$ cat config.mk
export PLATFORM = sky130hd
export DESIGN_NAME = wb_top
export DESIGN_NICKNAME = d
export VERILOG_FILES = /design/src/hw/wb_pkg.sv /design/src/hw/wb_arbiter.sv /design/src/hw/wb_commit.sv /design/src/hw/wb_regfile.sv /design/src/hw/wb_top.sv
export SDC_FILE = /design/constraint.sdc
export NUM_CORES = 1
export LEC_CHECK = 0
export ABC_AREA = 1
export BUFFER_PORTS_ARGS = -buffer_cell sky130_fd_sc_hd__buf_2
export CELL_PAD_IN_SITES_DETAIL_PLACEMENT = 0
export CELL_PAD_IN_SITES_GLOBAL_PLACEMENT = 1
export CORE_ASPECT_RATIO = 0.9
export CORE_MARGIN = 3
export CORE_UTILIZATION = 45
export CTS_BUF_LIST = sky130_fd_sc_hd__clkbuf_4 sky130_fd_sc_hd__clkbuf_8 sky130_fd_sc_hd__clkbuf_16
export DETAILED_ROUTE_END_ITERATION = 6
export PLACE_DENSITY_LB_ADDON = 0.1
export SLEW_MARGIN = 10
export SYNTH_ARGS = -nofsm -noshare
export SYNTH_HDL_FRONTEND = slang
export SYNTH_SLANG_ARGS = --single-unit
$ cat constraint.sdc
create_clock -name clk -period 2.8 [get_ports clk]
set_input_delay 0.14 -clock clk [delete_from_list [all_inputs] [get_ports clk]]
set_output_delay 0.14 -clock clk [all_outputs]
set_load 0.01 [all_outputs]
$ cat src/hw/wb_pkg.sv
//----------------------------
// Writeback-commit shared definitions
// Register file sizing and arbiter state type
//----------------------------

package wb_pkg;

  //----------------------------
  // Register file geometry
  //----------------------------

  // Width of an architectural register address
  localparam int REG_ADDR_BITS = 5;

  // Architectural register count, r0 hardwired to zero
  localparam int NUM_REGS = 32;

  //----------------------------
  // Arbiter state
  //----------------------------

  // Idle: no result accepted on the last edge
  // Granted: a result was accepted and the pointer already moved
  typedef enum logic {
    ARB_IDLE    = 1'b0,
    ARB_GRANTED = 1'b1
  } arb_state_e;

endpackage

$ cat src/hw/wb_arbiter.sv
//----------------------------
// Writeback round-robin arbiter
// Picks one valid execute pipe per cycle and
// returns ready to the winner only
//----------------------------

`timescale 1ns/1ps

module wb_arbiter #(
  parameter int num_pipes = 2,
  parameter int data_bits = 32
) (
  input  logic                                            clk,
  input  logic                                            reset,
  input  logic [num_pipes-1:0]                            x_val,
  input  logic [num_pipes-1:0][wb_pkg::REG_ADDR_BITS-1:0] x_waddr,
  input  logic [num_pipes-1:0][data_bits-1:0]             x_wdata,
  input  logic [num_pipes-1:0]                            x_wen,
  output logic [num_pipes-1:0]                            x_rdy,
  output logic                                            fire,
  output logic [wb_pkg::REG_ADDR_BITS-1:0]                sel_waddr,
  output logic [data_bits-1:0]                            sel_wdata,
  output logic                                            sel_wen
);

  // Pointer needs at least one bit even with a single pipe
  localparam int ptr_bits = (num_pipes > 1) ? $clog2(num_pipes) : 1;

  // Pipe with highest priority this cycle
  logic [ptr_bits-1:0] ptr;
  logic [ptr_bits-1:0] ptr_next;

  // Winner index and whether any pipe is valid
  logic [ptr_bits-1:0] win;
  logic                found;

  wb_pkg::arb_state_e  state;

  //----------------------------
  // Winner search
  //----------------------------

  // Walk from the farthest offset down to the pointer
  // so the pipe closest to the pointer wins last
  always_comb begin
    int idx;
    win   = '0;
    found = 1'b0;
    for (int i = num_pipes - 1; i >= 0; i--) begin
      idx = int'(ptr) + i;
      // Wrap without a modulo, idx stays below 2*num_pipes
      if (idx >= num_pipes) begin
        idx = idx - num_pipes;
      end
      if (x_val[idx]) begin
        win   = ptr_bits'(idx);
        found = 1'b1;
      end
    end
  end

  // One-hot ready, only for the winning valid pipe
  always_comb begin
    x_rdy = '0;
    if (found) begin
      x_rdy[win] = 1'b1;
    end
  end

  // Ready always lands on a valid pipe, so any winner transfers
  assign fire = found;

  // Winner fields toward commit unit and register file
  assign sel_waddr = x_waddr[win];
  assign sel_wdata = x_wdata[win];
  assign sel_wen   = x_wen[win];

  //----------------------------
  // Pointer and state update
  //----------------------------

  // Next priority goes to the pipe after the winner
  assign ptr_next = (win == ptr_bits'(num_pipes - 1)) ? '0 : win + 1'b1;

  always_ff @(posedge clk) begin
    if (reset) begin
      ptr   <= '0;
      state <= wb_pkg::ARB_IDLE;
    end else begin
      if (fire) begin
        ptr <= ptr_next;
      end
      state <= fire ? wb_pkg::ARB_GRANTED : wb_pkg::ARB_IDLE;
    end
  end

endmodule

$ cat src/hw/wb_commit.sv
//----------------------------
// Writeback commit unit
// Numbers each accepted result and pulses a
// one-cycle completion notification
//----------------------------

`timescale 1ns/1ps

module wb_commit #(
  parameter int data_bits    = 32,
  parameter int seq_num_bits = 8
) (
  input  logic                             clk,
  input  logic                             reset,
  input  logic                             fire,
  input  logic [wb_pkg::REG_ADDR_BITS-1:0] sel_waddr,
  input  logic [data_bits-1:0]             sel_wdata,
  input  logic                             sel_wen,
  output logic                             rf_wen,
  output logic                             complete_val,
  output logic [seq_num_bits-1:0]          complete_seq_num,
  output logic [wb_pkg::REG_ADDR_BITS-1:0] complete_waddr,
  output logic [data_bits-1:0]             complete_wdata,
  output logic                             complete_wen
);

  // Next sequence number to hand out
  logic [seq_num_bits-1:0] seq_cnt;

  //----------------------------
  // Register file write
  //----------------------------

  // Same edge as the transfer
  // r0 and wen-low results never reach the file
  assign rf_wen = fire && sel_wen && (sel_waddr != '0);

  //----------------------------
  // Sequence counter
  //----------------------------

  // Wraps modulo 2^seq_num_bits on its own
  always_ff @(posedge clk) begin
    if (reset) begin
      seq_cnt <= '0;
    end else if (fire) begin
      seq_cnt <= seq_cnt + 1'b1;
    end
  end

  //----------------------------
  // Completion notification
  //----------------------------

  // Strobe is high for exactly the cycle after each fire
  always_ff @(posedge clk) begin
    if (reset) begin
      complete_val <= 1'b0;
    end else begin
      complete_val <= fire;
    end
  end

  // Payload only loads on a transfer
  // Reports the wen as sent, r0 writes still complete
  always_ff @(posedge clk) begin
    if (fire) begin
      complete_seq_num <= seq_cnt;
      complete_waddr   <= sel_waddr;
      complete_wdata   <= sel_wdata;
      complete_wen     <= sel_wen;
    end
  end

endmodule

$ cat src/hw/wb_regfile.sv
//----------------------------
// Architectural register file
// One write port, one combinational read port, r0 reads zero
//----------------------------

`timescale 1ns/1ps

module wb_regfile #(
  parameter int data_bits = 32
) (
  input  logic                             clk,
  input  logic                             reset,
  input  logic                             wen,
  input  logic [wb_pkg::REG_ADDR_BITS-1:0] waddr,
  input  logic [data_bits-1:0]             wdata,
  input  logic [wb_pkg::REG_ADDR_BITS-1:0] raddr,
  output logic [data_bits-1:0]             rdata
);

  // No storage behind r0
  logic [data_bits-1:0] regs [1:wb_pkg::NUM_REGS-1];

  //----------------------------
  // Write port
  //----------------------------

  always_ff @(posedge clk) begin
    if (reset) begin
      // Architectural state starts at zero
      for (int i = 1; i < wb_pkg::NUM_REGS; i++) begin
        regs[i] <= '0;
      end
    end else if (wen && (waddr != '0)) begin
      regs[waddr] <= wdata;
    end
  end

  //----------------------------
  // Read port
  //----------------------------

  // New value visible the cycle after the write edge
  always_comb begin
    if (raddr == '0) begin
      rdata = '0;
    end else begin
      rdata = regs[raddr];
    end
  end

endmodule

$ cat src/hw/wb_top.sv
//----------------------------
// Writeback-commit stage top level
// Arbiter, commit unit and register file
//----------------------------

`timescale 1ns/1ps

module wb_top #(
  parameter int num_pipes    = 2,
  parameter int data_bits    = 32,
  parameter int seq_num_bits = 8
) (
  input  logic                                            clk,
  input  logic                                            reset,

  // Execute pipe results, one slice per pipe
  input  logic [num_pipes-1:0]                            x_val,
  input  logic [num_pipes-1:0][wb_pkg::REG_ADDR_BITS-1:0] x_waddr,
  input  logic [num_pipes-1:0][data_bits-1:0]             x_wdata,
  input  logic [num_pipes-1:0]                            x_wen,
  output logic [num_pipes-1:0]                            x_rdy,

  // Completion strobe, no back-pressure
  output logic                                            complete_val,
  output logic [seq_num_bits-1:0]                         complete_seq_num,
  output logic [wb_pkg::REG_ADDR_BITS-1:0]                complete_waddr,
  output logic [data_bits-1:0]                            complete_wdata,
  output logic                                            complete_wen,

  // Debug read port
  input  logic [wb_pkg::REG_ADDR_BITS-1:0]                dbg_raddr,
  output logic [data_bits-1:0]                            dbg_rdata
);

  // Arbiter to commit unit and register file
  logic                             fire;
  logic [wb_pkg::REG_ADDR_BITS-1:0] sel_waddr;
  logic [data_bits-1:0]             sel_wdata;
  logic                             sel_wen;

  // Filtered write enable from commit unit
  logic                             rf_wen;

  //----------------------------
  // Pipe selection
  //----------------------------

  wb_arbiter #(
    .num_pipes (num_pipes),
    .data_bits (data_bits)
  ) u_arb (
    .clk       (clk),
    .reset     (reset),
    .x_val     (x_val),
    .x_waddr   (x_waddr),
    .x_wdata   (x_wdata),
    .x_wen     (x_wen),
    .x_rdy     (x_rdy),
    .fire      (fire),
    .sel_waddr (sel_waddr),
    .sel_wdata (sel_wdata),
    .sel_wen   (sel_wen)
  );

  //----------------------------
  // Commit and notification
  //----------------------------

  wb_commit #(
    .data_bits    (data_bits),
    .seq_num_bits (seq_num_bits)
  ) u_commit (
    .clk              (clk),
    .reset            (reset),
    .fire             (fire),
    .sel_waddr        (sel_waddr),
    .sel_wdata        (sel_wdata),
    .sel_wen          (sel_wen),
    .rf_wen           (rf_wen),
    .complete_val     (complete_val),
    .complete_seq_num (complete_seq_num),
    .complete_waddr   (complete_waddr),
    .complete_wdata   (complete_wdata),
    .complete_wen     (complete_wen)
  );

  // Written on the transfer edge, not on the notification
  wb_regfile #(
    .data_bits (data_bits)
  ) u_rf (
    .clk   (clk),
    .reset (reset),
    .wen   (rf_wen),
    .waddr (sel_waddr),
    .wdata (sel_wdata),
    .raddr (dbg_raddr),
    .rdata (dbg_rdata)
  );

endmodule

==> flow_metrics.env <==
export IMPL_clockBufferDepth=3
export IMPL_wl_per_cell_um=24.1
export IMPL_gp_congestion=0.801
export IMPL_reg2reg_depth=12
export IMPL_antenna_found_initial=1
export IMPL_ctsResizeCount=0
export IMPL_grtUsageTotal_pct=27.5
export IMPL_yosysTopAreaCell="edfxtp_1"
export IMPL_whs_path_depth=4
export IMPL_synth_top_family_by_area="simple AND/OR/NAND/NOR gates"
export IMPL_hold_class="primary input to flop"
export IMPL_numPlacedInstances=6368
export IMPL_powerDensity_nw_per_um2=652
export IMPL_ys_seq_elements=1080
export IMPL_dp_worst_setup_slack_ns=0.251
export IMPL_path_class="flop to output pin"
export IMPL_avgViaCountPerCell=5.45
export IMPL_yosys_mux_area_fraction_pct=0
export IMPL_dr_pass1_iters=5
export IMPL_hold_viol_final=0
export IMPL_skew_ns=0.0111
export IMPL_maxSlewHeadroom_pct=18.4
export IMPL_cts_root_buffer_cell="clkbuf_16"
export IMPL_ys_top_cells_by_count="nand2_1 (1276), edfxtp_1 (1070), nor2_1 (814)"
export IMPL_fin_ws_ns=0.206
export IMPL_min_from="x_wdata[47]"
export IMPL_min_period_over_period_pct=92.6
export IMPL_synthToLayoutAreaGrowth_pct=14.8
export IMPL_netlist_instances=4938
export IMPL_drt_initial_drc_count=3682
export IMPL_grt_pass1_wl_mm=234
export IMPL_synthXorXnorAreaFrac_pct=0.0175
export IMPL_critPathRequiredTime_ns=2.66
export IMPL_synth_fa_ha_area_share_pct=0.0249
export IMPL_cellLeakagePower_nw=22.8
export IMPL_cts_made_buffers=115
export IMPL_finalSetupViolations=0
export IMPL_worst_setup_path_end_kind="output pin"
export IMPL_ys_types=36
export IMPL_grt_setup_unrepaired="no"
export IMPL_synthFlopType="edfxtp_1"
export IMPL_crit_path_max_fanout=2
export IMPL_synth_top_area_share_pct=64.0
export IMPL_arrival_ns=2.45
export IMPL_clkTransAtPathRegs_ns=0.06
export IMPL_io_buffers=165
export IMPL_io_pins=166
export IMPL_num_vias=36000
export IMPL_synthArstFlopShare_pct=0
export IMPL_maxCapViolCount=0
export IMPL_fp_row_count=115
export IMPL_grt_pass1_vias=34600
export IMPL_synth_compound_area_share_pct=1.84
export IMPL_core_um2=110000
export IMPL_synth_edff_count=1070
export IMPL_tns_ns=0
export IMPL_p_total_mw=37.6
export IMPL_r2r_slack_ns=0.24
export IMPL_worst_pin_slew_ns=1.22
export IMPL_final_net_count=5137
export IMPL_drc_errors=0
export IMPL_dpl_hpwl_mm=91.3
export IMPL_grt_max_degree=112
export IMPL_r2r_end="u_rf.regs[29][28]"
export IMPL_dieHeight_um=323
export IMPL_period_needed_ns=2.59
export IMPL_crit_path_start_kind="flop"
export IMPL_reg2reg_from="u_arb.ptr"
export IMPL_fmax_ghz=0.385
export IMPL_clk_latency_ns=0.69
export IMPL_place_area_um2=53700
export IMPL_final_design_area_no_fill_um2=57600
export IMPL_drive_gt1_share_pct=19.8
export IMPL_yosysWarnings=0
export IMPL_overflow=0
export IMPL_wl_mm=159
export IMPL_status="finished, final reports clean"
export IMPL_post_cts_buffers=0
export IMPL_cts_tree="done"
export IMPL_synth_simple_area_share_pct=28.8
export IMPL_vdd_drop_max_v=0.000474
export IMPL_initial_core_util_pct=45.7
export IMPL_fin_cells=6610
export IMPL_synth_area_um2=50200
export IMPL_synth_area_per_cell_um2=10.2
export IMPL_antenna_violating_nets_post_route=0
export IMPL_cts_sinks=1080
export IMPL_maxSlewViolCount=0
export IMPL_die_width_um=358
export IMPL_yosys_cell_count_top_type="nand2_1"
export IMPL_die_area_um2=116000
export IMPL_synth_seq_area_share_pct=64.4
export IMPL_min_to="u_commit.complete_wdata[15]"
export IMPL_yosys_top_cells_area="edfxtp_1 (64%), nand2_1 (9.5%), nand3_1 (6.9%), nor2_1 (6.1%), nor2_2 (4.3%)"
export IMPL_htree_levels=3
==> sequential cells by signal (all words and copies together), names as in the netlist <==
| name | count |
|---|---|
| u_commit.complete_wdata | 32 |
| u_commit.complete_wen | 1 |
| u_arb.ptr | 1 |
| u_commit.complete_seq_num | 8 |
| u_commit.complete_waddr | 5 |
| u_rf.regs | 1024 |
| u_commit.seq_cnt | 8 |
| u_commit.complete_val | 1 |
==> repair_timing <==
| item | in CTS | in global routing |
|---|---|---|
| endpoints found under the setup margin | 0 | 2 |
| endpoints found under the hold margin | 146 | 5 |
| hold buffers | 28 | 1 |
==> cells in the final DEF, fill, tap and decap left out, drive strengths merged <==
cell	instances
nand4	25
clkbuf	149
edfxtp	1070
xor2	1
dfxtp	10
ha	1
bufinv	5
buf	361
clkinvlp	3
nand3	688
dlygate4sd3	28
nand3b	1
a21oi	38
o211ai	30
or2	32
nor2	1169
nor3	3
diode	1
conb	32
clkinv	55
inv	56
and3	1
nand2	1290
o21ai	99
==> final cells by class <==
type	instances	area (um^2)
fill	9911	52300
sequential	1080	32300
multi-input combinational	3410	15900
timing repair buffer	389	3680
clock buffer	149	3220
tap	1462	1830
clock inverter	64	419
inverter	55	229
antenna	1	2.50
==> cells by family (layout without fill, tap and decap cells) <==
family,Yosys count,in the layout
other cells,1,33
flops,1080,1080
fa+ha+maj,1,1
simple gates,3209,3209
compound gates,167,167
xor+xnor,1,1
buf+inv,479,657
==> metal layers <==
metal | global-route usage, % | routed length (um)
met4 | 6.21 | 3390
met3 | 3.98 | 11800
met1 | 40.6 | 71700
met2 | 43.5 | 72300
met5 | 0 | 0
==> metrics by stage <==
stage / hold WS, ns / util, %
floorplan: 0.212 / -
global placement: 0.439 / 48.8
detailed placement: 0.443 / 48.8
CTS: 0.0000366 / 52.4
global route: 0.0238 / 52.4
finish: 0.0388 / 52.4
==> power by group <==
group          internal, mW  switching, mW
combinational          1.10           3.00
sequential             18.5          0.192
clock                  8.51           6.29
total                  28.1           9.48
==> critical path, cell delays in order, from the launching register on <==
cell,delay [ns]
edfxtp_1,0.40
nand2_1,0.07
nand3_1,0.06
nand3_1,0.10
nand2_1,0.11
nand2_1,0.15
nand2_1,0.13
nor2_1,0.08
nor2_1,0.42
buf_2,0.23
==> worst max-delay path by stage <==
stage	cells past startpoint	to	slack, ns	from
final	9	dbg_rdata[8]	0.21	u_rf.regs[0][8]
after global routing	12	u_rf.regs[29][24]	0.02	u_arb.ptr
after floorplan	12	u_rf.regs[18][0]	0.18	u_arb.ptr
after detailed placement	12	u_rf.regs[29][28]	0.25	u_arb.ptr
after global placement	12	u_rf.regs[29][24]	0.26	u_arb.ptr
after CTS	9	u_commit.complete_wdata[14]	0.09	u_arb.ptr
(Power assumes the default switching activity.)
